`config.mk`:
```
export PLATFORM = sky130hd
export DESIGN_NAME = vgaController
export DESIGN_NICKNAME = d
export VERILOG_FILES = /design/src/hdl/vgaTimingPkg.sv /design/src/hdl/vgaBusPkg.sv /design/src/hdl/vgaConfigRegs.sv /design/src/hdl/vgaSyncTiming.sv /design/src/hdl/vgaPixelAddress.sv /design/src/hdl/vgaPixelUnpack.sv /design/src/hdl/vgaController.sv
export SDC_FILE = /design/constraint.sdc
export NUM_CORES = 1
export LEC_CHECK = 0
export ABC_AREA = 1
export BUFFER_PORTS_ARGS = -buffer_cell sky130_fd_sc_hd__buf_4
export CAP_MARGIN = 25
export CORE_MARGIN = 2
export CORE_UTILIZATION = 35
export CTS_BUF_LIST = sky130_fd_sc_hd__clkbuf_2
export DETAILED_ROUTE_END_ITERATION = 10
export HOLD_SLACK_MARGIN = 0.08
export PLACE_DENSITY = 0.54
export SLEW_MARGIN = 30
export SYNTH_ARGS = -nofsm -noshare
export SYNTH_HDL_FRONTEND = slang
export SYNTH_SLANG_ARGS = --single-unit
```
`constraint.sdc`:
```
create_clock -name vga_clk -period 1.8 [get_ports vga_clk]
set_input_delay 0.09 -clock vga_clk [delete_from_list [all_inputs] [get_ports vga_clk]]
set_output_delay 0.09 -clock vga_clk [all_outputs]
set_load 0.03 [all_outputs]
```
`src/hdl/vgaTimingPkg.sv`:
```
package vgaTimingPkg;

	// Scan positions and the compare values they are matched against
	typedef logic [10:0] hCount;
	typedef logic [9:0] vCount;

	// Pixel size in clocks or lines, minus one
	typedef logic [3:0] stretchCount;

	// Five 6-bit pixels are packed into each memory word
	typedef logic [2:0] subPixelIndex;
	localparam subPixelIndex maxSubPixel = 3'd4;

	typedef logic [31:0] pixelWord;
	typedef logic [5:0] colourPixel;
	typedef logic [1:0] colourChannel;

	// 800 x 600 at 60 Hz with a 40 MHz pixel clock
	localparam hCount defaultHVisible = 11'd799;
	localparam hCount defaultHFrontPorch = 11'd839;
	localparam hCount defaultHSync = 11'd967;
	localparam hCount defaultHWholeLine = 11'd1055;
	localparam vCount defaultVVisible = 10'd599;
	localparam vCount defaultVFrontPorch = 10'd600;
	localparam vCount defaultVSync = 10'd604;
	localparam vCount defaultVWholeLine = 10'd627;

	localparam stretchCount defaultPixelSize = 4'd10;

	// Raw mode address fields, 128 rows by 16 words of 5 pixels
	localparam int rowBits = 7;
	localparam int columnBits = 4;

endpackage

```
`src/hdl/vgaBusPkg.sv`:
```
package vgaBusPkg;

	typedef logic [23:0] busAddr;
	typedef logic [31:0] busWord;
	typedef logic [11:0] regOffset;

	// Upper twelve address bits that select this block
	localparam logic [11:0] configBlock = 12'h010;

	// Register map
	localparam regOffset hVisibleReg = 12'h000;
	localparam regOffset hFrontPorchReg = 12'h004;
	localparam regOffset hSyncReg = 12'h008;
	localparam regOffset hWholeLineReg = 12'h00C;
	localparam regOffset vVisibleReg = 12'h010;
	localparam regOffset vFrontPorchReg = 12'h014;
	localparam regOffset vSyncReg = 12'h018;
	localparam regOffset vWholeLineReg = 12'h01C;

	// Bits 3:0 horizontal size, 7:4 vertical size, 9:8 mode
	localparam regOffset configReg = 12'h020;

	// Only bit 8 of the mode field is decoded
	typedef enum logic {
		drawRaw = 1'b0,
		drawTight = 1'b1
	} drawMode;

endpackage

```
`src/hdl/vgaConfigRegs.sv`:
```
`timescale 1ns/1ps

module vgaConfigRegs import vgaTimingPkg::*, vgaBusPkg::*; (
	input logic vga_clk,
	input logic rstN,

	input logic busWe,
	input logic busOe,
	input busAddr busAddress,
	input busWord busDataWrite,
	output busWord busDataRead,
	output logic requestOutput,

	output hCount hVisible,
	output hCount hFrontPorch,
	output hCount hSync,
	output hCount hWholeLine,
	output vCount vVisible,
	output vCount vFrontPorch,
	output vCount vSync,
	output vCount vWholeLine,

	output stretchCount hPixelSize,
	output stretchCount vPixelSize,
	output drawMode mode
);

	logic blockHit;
	regOffset offset;
	logic mapped;
	logic regHit;
	busWord readValue;

	assign blockHit = busAddress[23:12] == configBlock;
	assign offset = busAddress[11:0];
	assign regHit = blockHit && mapped;

	// Offset decode and read mux
	always_comb begin
		mapped = 1'b1;
		readValue = '0;
		case (offset)
			hVisibleReg: readValue = busWord'(hVisible);
			hFrontPorchReg: readValue = busWord'(hFrontPorch);
			hSyncReg: readValue = busWord'(hSync);
			hWholeLineReg: readValue = busWord'(hWholeLine);
			vVisibleReg: readValue = busWord'(vVisible);
			vFrontPorchReg: readValue = busWord'(vFrontPorch);
			vSyncReg: readValue = busWord'(vSync);
			vWholeLineReg: readValue = busWord'(vWholeLine);
			configReg: readValue = busWord'({mode, vPixelSize, hPixelSize});
			default: mapped = 1'b0;
		endcase
	end

	// Full word writes, bits above each register width are dropped
	always_ff @(posedge vga_clk or negedge rstN) begin
		if (!rstN) begin
			hVisible <= defaultHVisible;
			hFrontPorch <= defaultHFrontPorch;
			hSync <= defaultHSync;
			hWholeLine <= defaultHWholeLine;
			vVisible <= defaultVVisible;
			vFrontPorch <= defaultVFrontPorch;
			vSync <= defaultVSync;
			vWholeLine <= defaultVWholeLine;
			hPixelSize <= defaultPixelSize;
			vPixelSize <= defaultPixelSize;
			mode <= drawRaw;
		end else if (busWe && regHit) begin
			case (offset)
				hVisibleReg: hVisible <= busDataWrite[10:0];
				hFrontPorchReg: hFrontPorch <= busDataWrite[10:0];
				hSyncReg: hSync <= busDataWrite[10:0];
				hWholeLineReg: hWholeLine <= busDataWrite[10:0];
				vVisibleReg: vVisible <= busDataWrite[9:0];
				vFrontPorchReg: vFrontPorch <= busDataWrite[9:0];
				vSyncReg: vSync <= busDataWrite[9:0];
				vWholeLineReg: vWholeLine <= busDataWrite[9:0];
				configReg: begin
					hPixelSize <= busDataWrite[3:0];
					vPixelSize <= busDataWrite[7:4];
					mode <= drawMode'(busDataWrite[8]);
				end
				default: ;
			endcase
		end
	end

	// Read data follows the access by one cycle and is zero otherwise
	always_ff @(posedge vga_clk or negedge rstN) begin
		if (!rstN) begin
			requestOutput <= 1'b0;
			busDataRead <= '0;
		end else begin
			requestOutput <= busOe && regHit;
			busDataRead <= (busOe && regHit) ? readValue : '0;
		end
	end

endmodule

```
`src/hdl/vgaSyncTiming.sv`:
```
`timescale 1ns/1ps

module vgaSyncTiming import vgaTimingPkg::*; (
	input logic vga_clk,
	input logic rstN,

	input hCount hVisible,
	input hCount hFrontPorch,
	input hCount hSync,
	input hCount hWholeLine,
	input vCount vVisible,
	input vCount vFrontPorch,
	input vCount vSync,
	input vCount vWholeLine,

	output logic hVisibleArea,
	output logic vVisibleArea,
	output logic lineEnd,
	output logic vgaHsync,
	output logic vgaVsync
);

	hCount hCounter;
	vCount vCounter;

	logic hVisibleEnd;
	logic hFrontPorchEnd;
	logic hSyncEnd;
	logic vVisibleEnd;
	logic vFrontPorchEnd;
	logic vSyncEnd;
	logic frameEnd;

	assign hVisibleEnd = hCounter == hVisible;
	assign hFrontPorchEnd = hCounter == hFrontPorch;
	assign hSyncEnd = hCounter == hSync;
	assign lineEnd = hCounter == hWholeLine;

	assign vVisibleEnd = vCounter == vVisible;
	assign vFrontPorchEnd = vCounter == vFrontPorch;
	assign vSyncEnd = vCounter == vSync;
	assign frameEnd = vCounter == vWholeLine;

	// Horizontal position steps every clock
	always_ff @(posedge vga_clk or negedge rstN) begin
		if (!rstN) begin
			hCounter <= '0;
			hVisibleArea <= 1'b1;
			vgaHsync <= 1'b1;
		end else begin
			if (lineEnd)
				hCounter <= '0;
			else
				hCounter <= hCounter + 1'b1;

			if (hVisibleEnd)
				hVisibleArea <= 1'b0;
			else if (lineEnd)
				hVisibleArea <= 1'b1;

			// Sync is active low
			if (hFrontPorchEnd)
				vgaHsync <= 1'b0;
			else if (hSyncEnd)
				vgaHsync <= 1'b1;
		end
	end

	// Vertical position steps once per line
	always_ff @(posedge vga_clk or negedge rstN) begin
		if (!rstN) begin
			vCounter <= '0;
			vVisibleArea <= 1'b1;
			vgaVsync <= 1'b1;
		end else if (lineEnd) begin
			if (frameEnd)
				vCounter <= '0;
			else
				vCounter <= vCounter + 1'b1;

			if (vVisibleEnd)
				vVisibleArea <= 1'b0;
			else if (frameEnd)
				vVisibleArea <= 1'b1;

			if (vFrontPorchEnd)
				vgaVsync <= 1'b0;
			else if (vSyncEnd)
				vgaVsync <= 1'b1;
		end
	end

endmodule

```
`src/hdl/vgaPixelAddress.sv`:
```
`timescale 1ns/1ps

module vgaPixelAddress import vgaTimingPkg::*, vgaBusPkg::*; #(
	parameter int addressBits = 13
) (
	input logic vga_clk,
	input logic rstN,

	input logic hVisibleArea,
	input logic vVisibleArea,
	input logic lineEnd,

	input stretchCount hPixelSize,
	input stretchCount vPixelSize,
	input drawMode mode,

	output logic [addressBits-1:0] vgaAddress,
	output subPixelIndex subPixel
);

	stretchCount hStretch;
	stretchCount vStretch;
	subPixelIndex subPixelCount;
	logic [columnBits-1:0] column;
	logic [rowBits-1:0] row;

	// Linear pixel index, one count per memory word
	logic [addressBits-3:0] pixelIndex;

	logic pixelStep;
	logic wordEnd;
	logic [addressBits-1:0] rawAddress;
	logic [addressBits-1:0] tightAddress;

	assign pixelStep = hVisibleArea && (hStretch == hPixelSize);
	assign wordEnd = pixelStep && (subPixelCount == maxSubPixel);

	// Row and column fields, word aligned
	assign rawAddress = addressBits'({row, column, 2'b00});
	assign tightAddress = {pixelIndex, 2'b00};

	always_ff @(posedge vga_clk or negedge rstN) begin
		if (!rstN) begin
			hStretch <= '0;
			subPixelCount <= '0;
			column <= '0;
		end else if (hVisibleArea) begin
			if (pixelStep) begin
				hStretch <= '0;
				if (wordEnd) begin
					subPixelCount <= '0;
					column <= column + 1'b1;
				end else begin
					subPixelCount <= subPixelCount + 1'b1;
				end
			end else begin
				hStretch <= hStretch + 1'b1;
			end
		end else begin
			hStretch <= '0;
			subPixelCount <= '0;
			column <= '0;
		end
	end

	// Rows advance at line end, stretched by the vertical pixel size
	always_ff @(posedge vga_clk or negedge rstN) begin
		if (!rstN) begin
			vStretch <= '0;
			row <= '0;
		end else if (!vVisibleArea) begin
			vStretch <= '0;
			row <= '0;
		end else if (lineEnd) begin
			if (vStretch == vPixelSize) begin
				vStretch <= '0;
				row <= row + 1'b1;
			end else begin
				vStretch <= vStretch + 1'b1;
			end
		end
	end

	// Holds through horizontal blanking so lines follow on in memory
	always_ff @(posedge vga_clk or negedge rstN) begin
		if (!rstN)
			pixelIndex <= '0;
		else if (!vVisibleArea)
			pixelIndex <= '0;
		else if (wordEnd)
			pixelIndex <= pixelIndex + 1'b1;
	end

	always_ff @(posedge vga_clk or negedge rstN) begin
		if (!rstN) begin
			vgaAddress <= '0;
			subPixel <= '0;
		end else begin
			subPixel <= subPixelCount;
			case (mode)
				drawTight: vgaAddress <= tightAddress;
				default: vgaAddress <= rawAddress;
			endcase
		end
	end

endmodule

```
`src/hdl/vgaPixelUnpack.sv`:
```
`timescale 1ns/1ps

module vgaPixelUnpack import vgaTimingPkg::*; (
	input logic vga_clk,
	input logic rstN,

	input pixelWord vgaData,
	input subPixelIndex subPixel,

	output colourChannel vgaR,
	output colourChannel vgaG,
	output colourChannel vgaB
);

	colourPixel slot;

	// Top two bits of the word are unused
	always_comb begin
		case (subPixel)
			3'd1: slot = vgaData[11:6];
			3'd2: slot = vgaData[17:12];
			3'd3: slot = vgaData[23:18];
			3'd4: slot = vgaData[29:24];
			default: slot = vgaData[5:0];
		endcase
	end

	always_ff @(posedge vga_clk or negedge rstN) begin
		if (!rstN) begin
			vgaR <= '0;
			vgaG <= '0;
			vgaB <= '0;
		end else begin
			vgaR <= slot[1:0];
			vgaG <= slot[3:2];
			vgaB <= slot[5:4];
		end
	end

endmodule

```
`src/hdl/vgaController.sv`:
```
`timescale 1ns/1ps

module vgaController import vgaTimingPkg::*, vgaBusPkg::*; #(
	parameter int addressBits = 13
) (
	input logic vga_clk,
	input logic rstN,

	// Configuration bus
	input logic busWe,
	input logic busOe,
	input busAddr busAddress,
	input busWord busDataWrite,
	output busWord busDataRead,
	output logic requestOutput,

	// Frame buffer
	output logic [addressBits-1:0] vgaAddress,
	input pixelWord vgaData,

	output colourChannel vgaR,
	output colourChannel vgaG,
	output colourChannel vgaB,
	output logic vgaHsync,
	output logic vgaVsync
);

	hCount hVisible;
	hCount hFrontPorch;
	hCount hSync;
	hCount hWholeLine;
	vCount vVisible;
	vCount vFrontPorch;
	vCount vSync;
	vCount vWholeLine;
	stretchCount hPixelSize;
	stretchCount vPixelSize;
	drawMode mode;

	logic hVisibleArea;
	logic vVisibleArea;
	logic lineEnd;
	subPixelIndex subPixel;

	vgaConfigRegs configRegs0 (
		.vga_clk(vga_clk), .rstN(rstN),
		.busWe(busWe), .busOe(busOe), .busAddress(busAddress),
		.busDataWrite(busDataWrite), .busDataRead(busDataRead), .requestOutput(requestOutput),
		.hVisible(hVisible), .hFrontPorch(hFrontPorch), .hSync(hSync), .hWholeLine(hWholeLine),
		.vVisible(vVisible), .vFrontPorch(vFrontPorch), .vSync(vSync), .vWholeLine(vWholeLine),
		.hPixelSize(hPixelSize), .vPixelSize(vPixelSize), .mode(mode)
	);

	vgaSyncTiming syncTiming0 (
		.vga_clk(vga_clk), .rstN(rstN),
		.hVisible(hVisible), .hFrontPorch(hFrontPorch), .hSync(hSync), .hWholeLine(hWholeLine),
		.vVisible(vVisible), .vFrontPorch(vFrontPorch), .vSync(vSync), .vWholeLine(vWholeLine),
		.hVisibleArea(hVisibleArea), .vVisibleArea(vVisibleArea), .lineEnd(lineEnd),
		.vgaHsync(vgaHsync), .vgaVsync(vgaVsync)
	);

	vgaPixelAddress #(.addressBits(addressBits)) pixelAddress0 (
		.vga_clk(vga_clk), .rstN(rstN),
		.hVisibleArea(hVisibleArea), .vVisibleArea(vVisibleArea), .lineEnd(lineEnd),
		.hPixelSize(hPixelSize), .vPixelSize(vPixelSize), .mode(mode),
		.vgaAddress(vgaAddress), .subPixel(subPixel)
	);

	// Memory answers combinationally, so colour lags the address by one cycle
	vgaPixelUnpack pixelUnpack0 (
		.vga_clk(vga_clk), .rstN(rstN),
		.vgaData(vgaData), .subPixel(subPixel),
		.vgaR(vgaR), .vgaG(vgaG), .vgaB(vgaB)
	);

endmodule

```
# Yosys cells after proc, flatten, opt, wreduce, memory -nomap -nowiden
# Cells that the tools add are included.
dict set report totals {
  reg_bits 206
  latchBits 0
  ram_bits 0
  mem_bits_ro 0
  input_bits 92
  memories 0
}
dict set report op_classes {
  n_addsub 8
  n_mul 0
  div_mod_pow 0
  magnitude_cmp 0
  n_eq_ne 29
  n_shift 0
  mux 31
  bitwise_logic 0
  n_reduce_logical 24
}
# operator count
set op_table {}
lappend op_table {{11-bit case mux with 9 select lines} 1}
lappend op_table {{12-bit by 5-bit equality test with 1-bit output, second input constant} 5}
lappend op_table {{11-bit equality test} 4}
lappend op_table {{11-bit two-way mux} 4}
lappend op_table {{10-bit equality test} 4}
lappend op_table {{4-bit two-way mux} 8}
lappend op_table {{2-bit AND reduction} 13}
lappend op_table {{12-bit by 4-bit equality test with 1-bit output, second input constant} 2}
lappend op_table {{6-bit case mux with 4 select lines} 1}
lappend op_table {{11-bit by 1-bit adder with 11-bit output, second input constant} 2}
lappend op_table {{7-bit two-way mux} 3}
lappend op_table {{13-bit two-way mux} 1}
lappend op_table {{4-bit by 1-bit adder with 4-bit output, second input constant} 3}
lappend op_table {{12-bit by 3-bit equality test with 1-bit output, second input constant} 1}
lappend op_table {{12-bit by 6-bit equality test with 1-bit output, second input constant} 1}
lappend op_table {{12-bit zero test} 1}
lappend op_table {{10-bit by 1-bit adder with 10-bit output, second input constant} 1}
lappend op_table {{10-bit two-way mux} 1}
lappend op_table {{1-bit two-way mux} 9}
lappend op_table {{3-bit two-way mux} 3}
lappend op_table {{9-bit OR reduction} 1}
lappend op_table {{4-bit equality test} 2}
lappend op_table {{2-bit by 1-bit != test with 1-bit output, second input constant} 4}
lappend op_table {{2-bit nonzero test} 4}
lappend op_table {{7 further kinds} 13}

# Depth between registers and ports, before layout
# Gate-level depths: netlist of run 1.
dict set report logic_depth {
  depth_word 6
  mapped_depth 12
  ltp_nobuf 11
}

# By module
# A second synthesis of run 1 with hierarchy kept.
dict set report hier_totals {
  hier_cells 1515
  hier_area_um2 11250.8
}
# mod instances cells_each area_per_inst_um2 seq_area_each_um2
set modules_own_cells {}
lappend modules_own_cells {vgaConfigRegs 1 723 5596.6 2691.3}
lappend modules_own_cells {vgaSyncTiming 1 416 2635.0 630.6}
lappend modules_own_cells {vgaPixelAddress 1 306 2548.7 1176.1}
lappend modules_own_cells {vgaPixelUnpack 1 70 470.5 150.1}

# Worst setup path after synthesis of run 1
# OpenSTA, ideal clock, no wires.
dict set report synth_timing {
  path_kind {register -> register}
  from {register syncTiming0.hCounter[7]}
  to {register pixelAddress0.row[3]}
  arrival_time_ns 1.637
  required_ns 1.682
  slack_ns 0.045
  stages_incl_launch_ff 11
  n_path_buf 2
  synth_period_minus_slack_ns 1.755
  cell_sequence {dfrtp_1 buf_2 xor2_1 or2_2 nor2_1 nand3_2 nand2_1 nand2_2 buf_6 nand2_1 o21ai_2}
}
dict set report synth_between {
  elab_chain_len 3
}
# element line
set synth_lines {}
lappend synth_lines {{start: declaration} vgaSyncTiming.sv:23} ;# hCount hCounter;
lappend synth_lines {{start signal: assignment} vgaSyncTiming.sv:54} ;# hCounter <= hCounter + 1'b1;
lappend synth_lines {{11-bit equality test} vgaSyncTiming.sv:37} ;# assign lineEnd = hCounter == hWholeLine;
lappend synth_lines {{2-bit != test (no source line)} n/a}
lappend synth_lines {{2-bit AND reduction (no source line)} n/a}
lappend synth_lines {{end signal: assignment} vgaPixelAddress.sv:77} ;# row <= row + 1'b1;
lappend synth_lines {{end: declaration} vgaPixelAddress.sv:25} ;# logic [rowBits-1:0] row;
# Every way passes these cells.
# A chain may end at the register's enable or synchronous reset.

# Final worst setup path of run 1
dict set report layout_timing {
  from {input busAddress[7]}
  to {register configRegs0.hFrontPorch[4]}
}
dict set report layout_between {
  elab_chain_len 6
}
# element line
set layout_lines {}
lappend layout_lines {{start: declaration} vgaController.sv:12} ;# input busAddr busAddress,
lappend layout_lines {{12-bit by 3-bit equality test with 1-bit output (tied with other cells)} {vgaConfigRegs.sv:42, vgaConfigRegs.sv:71}}
lappend layout_lines {{9-bit OR reduction (no source line)} n/a}
lappend layout_lines {{1-bit two-way mux} vgaConfigRegs.sv:42} ;# case (offset)
lappend layout_lines {{1-bit logical AND} vgaConfigRegs.sv:36} ;# assign regHit = blockHit && mapped;
lappend layout_lines {{1-bit logical AND} vgaConfigRegs.sv:70} ;# end else if (busWe && regHit) begin
lappend layout_lines {{2-bit AND reduction (no source line) (*)} n/a}
lappend layout_lines {{end signal: assignment} vgaConfigRegs.sv:60} ;# hFrontPorch <= defaultHFrontPorch;
lappend layout_lines {{end signal: assignment} vgaConfigRegs.sv:73} ;# hFrontPorchReg: hFrontPorch <= busDataWrite[10:0];
lappend layout_lines {{end: declaration} vgaConfigRegs.sv:15} ;# output hCount hFrontPorch,
# Every way passes the cells marked *; elsewhere a longest branch is shown, timed or not.

==> results of run 1 <==
cells by family after synthesis:
family | count (synthesis) | synth area share [%]
buffers and inverters | 198 | 8.57
DFF | 183 | 46.0
AOI/OAI and AO/OA | 107 | 6.03
other | 1 | 0.0371
and+or+nand+nor | 742 | 30.7
adders and majority gates | 9 | 1.11
xor gates and xnor gates | 88 | 7.62
Yosys cell counts (all sizes together), types with 29 or more instances:
cell type / n / area, um^2
o21ai: 62 / 337
xor2: 59 / 517
buf: 46 / 297
dfstp: 55 / 1450
nand4: 33 / 238
clkbuf: 32 / 120
xnor2: 29 / 254
nand3: 50 / 273
inv: 117 / 439
nor2: 109 / 422
nand2: 500 / 1880
dfrtp: 128 / 3200
area by class of cell:
class	instances	area [um^2]	area share, %
multi-input cells	969	4790	35.1
flip-flops and latches	183	4650	34.1
repair buffers	338	3000	22.0
well taps	384	480	3.52
inverters	120	457	3.35
clock inverters	15	178	1.30
clock buffers	17	85.1	0.624
diodes	2	5.00	0.0367
worst max-delay path by stage:
stage / slack (ns) / startpoint / end / cells past startpoint
3_5_place_dp: -0.04 / configRegs0.hWholeLine[3] / pixelAddress0.row[3] / 8
6_report: -0.02 / busAddress[7] / configRegs0.hFrontPorch[4] / 15
3_3_place_gp: -0.009 / busAddress[1] / configRegs0.busDataRead[3] / 10
5_1_grt: -0.06 / busAddress[7] / configRegs0.hFrontPorch[4] / 15
4_1_cts: 0.02 / configRegs0.hWholeLine[3] / syncTiming0.vCounter[2] / 8
2_1_floorplan: 0.04 / syncTiming0.hCounter[7] / pixelAddress0.row[3] / 10
layer usage:
metal | track usage (%) | vias to the layer above | share of wire (%)
li1 | - | 4729 | -
met2 | 35.0 | 364 | 46
met3 | 2.93 | 70 | 6.4
met4 | 8.86 | 0 | 4.0
met5 | 0 | - | 0
met1 | 30.6 | 4594 | 44
registers in the layout, summed over array words and instances (netlist names), 3 cells and up:
name                         flops
configRegs0.hVisible            11
pixelAddress0.subPixel           3
syncTiming0.vCounter            10
configRegs0.hFrontPorch         11
pixelAddress0.pixelIndex        11
pixelAddress0.column             4
configRegs0.vSync               10
configRegs0.vVisible            10
pixelAddress0.vgaAddress        11
configRegs0.hSync               11
configRegs0.hPixelSize           4
pixelAddress0.vStretch           4
configRegs0.vPixelSize           4
syncTiming0.hCounter            11
pixelAddress0.subPixelCount      3
pixelAddress0.hStretch           4
configRegs0.vWholeLine          10
configRegs0.vFrontPorch         10
configRegs0.hWholeLine          11
configRegs0.busDataRead         11
pixelAddress0.row                7
timing repair:
item,CTS,global route
endpoints found under the setup margin,8,112
hold buffers,128,12
pin swaps,0,5
endpoints found under the hold margin,294,29
resized for setup,2,39
gates cloned,0,1
setup buffers,0,16
where the power goes:
group	leakage, nW	internal, mW	switching (mW)
registers	2.34	4.14	0.00169
clock network	0.150	0.592	1.70
logic	4.38	0.233	0.324
total	6.87	4.97	2.02
worst register-to-register path, cell delays in order, from the launching register on:
cell and delay [ns]:
dfstp_2 0.61, xor2_1 0.06, or2_2 0.30, nor2_2 0.13, nand3_4 0.14, inv_4 0.10, buf_12 0.14, nand2_1 0.08
a21oi_1 0.14
per-stage QoR:
step	std cells	area, um^2	TNS [ns]	power (mW)
2_1_floorplan	1350	10200	0	4.38
3_3_place_gp	1838	11700	-0.0253	4.62
3_5_place_dp	1838	11700	-0.339	4.62
4_1_cts	1998	13300	0	7.07
5_1_grt	2028	13600	-0.682	7.29
6_report	2028	13600	-0.0268	6.99
==> flow_metrics.env, run 1 <==
export IMPL_synth_seq_area_share_pct=46.0
export IMPL_avgSynthCellArea_um2=7.61
export IMPL_finalSetupViolCount=2
export IMPL_cp_cell_sequence="buf_4 > nor2_2 > nand2_2 > inv_1 > dlygate4sd3_1 > nand2_1 > nand2_1 > nor2_1 > nand2_2 > nand3_4 > nor2_1 > buf_4 > nand2_1 > dlygate4sd3_1 > nand2_1"
export IMPL_cts_tree="built"
export IMPL_ys_warnings_count=0
export IMPL_die_area_um2=30300
export IMPL_fmax_ghz=0.550
export IMPL_worstHoldStart="busAddress[17]"
export IMPL_arrival_ns=2.58
export IMPL_wl_per_cell_um=16.4
export IMPL_crit_family="buffers and inverters"
export IMPL_gp_congestion=0.912
export IMPL_synth_distinct_cells=36
export IMPL_finClkSkew_ns=0.0600
export IMPL_io_buffers=99
export IMPL_regToRegEndpoint="syncTiming0.vCounter[2]"
export IMPL_first_iter_violations=692
export IMPL_utilization_pct=47.8
export IMPL_drc=0
export IMPL_track_usage_pct=22.1
export IMPL_synth_seq_cells=183
export IMPL_p_leak_nw=6.87
export IMPL_pre_cts_slack_ns=-0.0417
export IMPL_grt_max_degree=38
export IMPL_max_clock_path_buffers=2
export IMPL_slew_violations=0
export IMPL_final_cell_mix="493 x nand2_1, 184 x buf_4, 137 x dlygate4sd3_1, 127 x dfrtp_1, 115 x inv_1"
export IMPL_final_common_cell="nand2_1"
export IMPL_crit_type="in -> reg"
export IMPL_syn2layout_area_growth_pct=34.9
export IMPL_worst_setup_path_end_kind="flop"
export IMPL_clk_pin_slew_ns=0.33
export IMPL_maxSlewHeadroom_pct=64.4
export IMPL_cts_made_buffers=17
export IMPL_min_path_cells=7
export IMPL_syn_inst=1328
export IMPL_cp_num_buf_inv=5
export IMPL_hold_viol_final=5
export IMPL_worstHoldPathType="in -> reg"
export IMPL_routed_wl_mm=33.2
export IMPL_initial_core_util_pct=35.4
export IMPL_coreArea_um2=28500
export IMPL_finalCriticalPeriod_ns=1.82
export IMPL_cp_max_fo=11
export IMPL_worstMarginPinSlew_ns=0.529
export IMPL_cp_slowest_cell="dlygate4sd3_1"
export IMPL_cp_slowest_stage_delay_ns=0.57
export IMPL_start_kind="input pin"
export IMPL_holdWs_ns=-0.0723
export IMPL_vdd_drop_max_v=0.000451
export IMPL_violations="hold timing, setup timing"
export IMPL_clock_sinks=183
export IMPL_syn_cell_area_um2=10100
export IMPL_grt_ovfl_total=0
export IMPL_htree_levels=4
export IMPL_grt_pass1_vias=9204
export IMPL_via_per_inst=4.81
export IMPL_ant_nets=0
export IMPL_vias=9757
export IMPL_placement_rows=62
export IMPL_fp_dieW_um=174
export IMPL_rsz0062_at_grt="true"
export IMPL_async_flop_share_pct=100
export IMPL_dp_hpwl_mm=23.0
export IMPL_maxCapViolCount=0
export IMPL_critPathMostFrequentCell="nand2_1"
export IMPL_antenna_found_initial=1
export IMPL_fill_cells=2905
export IMPL_setup_ws_ns=-0.0191
export IMPL_die_h_um=174
export IMPL_cts_root_buf="clkbuf_2"
export IMPL_synth_top_flop_cell="dfrtp_1"
export IMPL_firstDrtPassIters=5
export IMPL_r2r_start="configRegs0.hWholeLine[3]"
export IMPL_hold_end="configRegs0.busDataRead[9]"
export IMPL_cp_required_ns=2.56
export IMPL_rr_worst_depth=8
export IMPL_reg2reg_slack_ns=0.06
export IMPL_ios=146
export IMPL_grt_pass1_wl_mm=51.6
export IMPL_final_nets=1730
export IMPL_period_share_pct=101
export IMPL_p_per_area_nw_per_um2=512
export IMPL_clkLatencyLatePin_ns=0.78
export IMPL_synth_enable_flop_cells=0
export IMPL_status="finished with violations"
export IMPL_drive_above_1_share_pct=21.1
(Power assumes the default switching activity.)
==> run 2: changes to the inputs <==
- ABC_CLOCK_PERIOD_IN_PS: default -> 1800
- CTS_BUF_LIST: sky130_fd_sc_hd__clkbuf_2 -> sky130_fd_sc_hd__clkbuf_16
==> flow_metrics.env, run 2 (same netlist as run 1, synthesis figures left out) <==
export IMPL_first_iter_violations=691
export IMPL_stdcell_count=1916
export IMPL_fp_dieW_um=174
export IMPL_r2r_start="configRegs0.hWholeLine[3]"
export IMPL_regToRegEndpoint="syncTiming0.vCounter[2]"
export IMPL_worst_setup_path_end_kind="flop"
export IMPL_ant_nets=0
export IMPL_finalCriticalPeriod_ns=1.75
export IMPL_ios=146
export IMPL_grt_ovfl_total=0
export IMPL_htree_levels=4
export IMPL_routed_wl_mm=31.7
export IMPL_fill_cells=2940
export IMPL_grt_pass1_vias=8676
export IMPL_period_share_pct=97.1
export IMPL_clk_pin_slew_ns=0.08
export IMPL_dpl_cell_area_um2=11700
export IMPL_io_buffers=99
export IMPL_grt_pass1_wl_mm=49.4
export IMPL_grt_max_degree=51
export IMPL_final_common_cell="nand2_1"
export IMPL_rsz0062_at_grt="false"
export IMPL_dp_cells=1838
export IMPL_final_nets=1620
export IMPL_worstHoldStart="busOe"
export IMPL_vdd_drop_max_v=0.000647
export IMPL_clkLatencyLatePin_ns=0.45
export IMPL_p_leak_nw=6.67
export IMPL_cts_root_buf="clkbuf_16"
export IMPL_track_usage_pct=21.2
export IMPL_syn2layout_area_growth_pct=26.9
export IMPL_worstMarginPinSlew_ns=0.508
export IMPL_slew_violations=0
export IMPL_via_per_inst=4.80
export IMPL_crit_type="reg -> reg"
export IMPL_final_area_um2=12800
export IMPL_start_kind="flop"
export IMPL_cp_max_fo=10
export IMPL_drive_above_1_share_pct=20.7
export IMPL_clock_sinks=183
export IMPL_status="finished, final reports clean"
export IMPL_cp_slowest_cell="dfstp_2"
export IMPL_placement_rows=62
export IMPL_fmax_ghz=0.572
export IMPL_gp_congestion=0.912
export IMPL_finClkSkew_ns=0.0232
export IMPL_hold_end="configRegs0.busDataRead[9]"
export IMPL_cp_slowest_stage_delay_ns=0.55
export IMPL_antenna_found_initial=0
export IMPL_maxSlewHeadroom_pct=65.9
export IMPL_cp_required_ns=2.17
export IMPL_cp_cell_sequence="xor2_1 > or2_2 > nor2_2 > nand3_4 > inv_6 > buf_12 > nand2_1 > a21oi_1"
export IMPL_cp_num_buf_inv=2
export IMPL_worstHoldPathType="in -> reg"
export IMPL_maxCapViolCount=0
export IMPL_rr_worst_depth=8
export IMPL_drc=0
export IMPL_p_per_area_nw_per_um2=662
export IMPL_vias=9203
export IMPL_max_clock_path_buffers=2
export IMPL_firstDrtPassIters=5
export IMPL_diodes=0
export IMPL_hold_viol_final=0
export IMPL_arrival_ns=2.12
export IMPL_die_area_um2=30300
export IMPL_crit_family="simple AND/OR/NAND/NOR gates"
export IMPL_dp_hpwl_mm=23.0
export IMPL_min_path_cells=3
export IMPL_finalSetupViolCount=0
export IMPL_die_h_um=174
export IMPL_fin_setup_tns_ns=0
export IMPL_reg2reg_slack_ns=0.05
export IMPL_cts_tree="built"
export IMPL_coreArea_um2=28500
export IMPL_initial_core_util_pct=35.4
export IMPL_cts_made_buffers=17
export IMPL_wl_per_cell_um=16.5
export IMPL_final_cell_mix="497 x nand2_1, 177 x buf_4, 127 x dfrtp_1, 116 x inv_1, 101 x nor2_1"
export IMPL_holdWs_ns=0.0908
export IMPL_finalPower_mw=8.50
run 2: cell type report:
type | instances | area, um^2 | area share (%)
timing repair buffer | 228 | 1920 | 15.0
clock inverter | 15 | 178 | 1.38
sequential | 183 | 4650 | 36.2
tap | 384 | 480 | 3.74
clock buffer | 17 | 425 | 3.32
multi-input combinational | 969 | 4720 | 36.8
inverter | 120 | 455 | 3.55
run 2: through the flow:
| step | util, % | setup WS, ns |
|---|---|---|
| after detailed placement | 41.0 | -0.0417 |
| after global routing | 45.0 | 0.00129 |
| after floorplan | - | 0.0449 |
| final | 45.0 | 0.0530 |
| after global placement | 41.0 | -0.00899 |
| after CTS | 44.6 | 0.0277 |
run 2: how the worst max path moves through the flow:
| stage | startpoint | endpoint | slack, ns | cells past startpoint |
|---|---|---|---|---|
| floorplan | syncTiming0.hCounter[7] | pixelAddress0.row[3] | 0.04 | 10 |
| global placement | busAddress[1] | configRegs0.busDataRead[3] | -0.009 | 10 |
| detailed placement | configRegs0.hWholeLine[3] | pixelAddress0.row[3] | -0.04 | 8 |
| CTS | configRegs0.hWholeLine[3] | syncTiming0.vCounter[2] | 0.03 | 8 |
| global route | configRegs0.hWholeLine[3] | syncTiming0.vCounter[2] | 0.001 | 8 |
| finish | configRegs0.hWholeLine[3] | syncTiming0.vCounter[2] | 0.05 | 8 |
run 2: repair_timing:
action | in CTS | in global routing
gates cloned | 0 | 1
setup endpoints to repair | 7 | 22
gates resized for setup | 1 | 15
endpoints found under the hold margin | 209 | 0
pin swaps | 0 | 1
buffers inserted | 0 | 3
hold buffers | 42 | 0
run 2: metal layers:
layer  part of all wire, %  up-vias  global-route usage (%)  wire (um)
met3                   6.3       50                    3.11       2010
met5                     0        -                       0          0
met1                    45     4301                    29.9      14400
li1                      -     4509                       -          -
met4                   2.5        0                    6.62        790
met2                    46      343                    33.6      14500
run 2: tightest hold or removal path, stage by stage:
cell	delay [ns]
buf_4	0.12
nand3_2	0.22
nor2_1	0.08
run 2: report_power, final:
group          total (mW)  switching (mW)  internal (mW)
logic               0.471           0.293          0.178
registers            4.12         0.00180           4.12
clock network        3.90            1.91           1.99
total                8.50            2.20           6.29
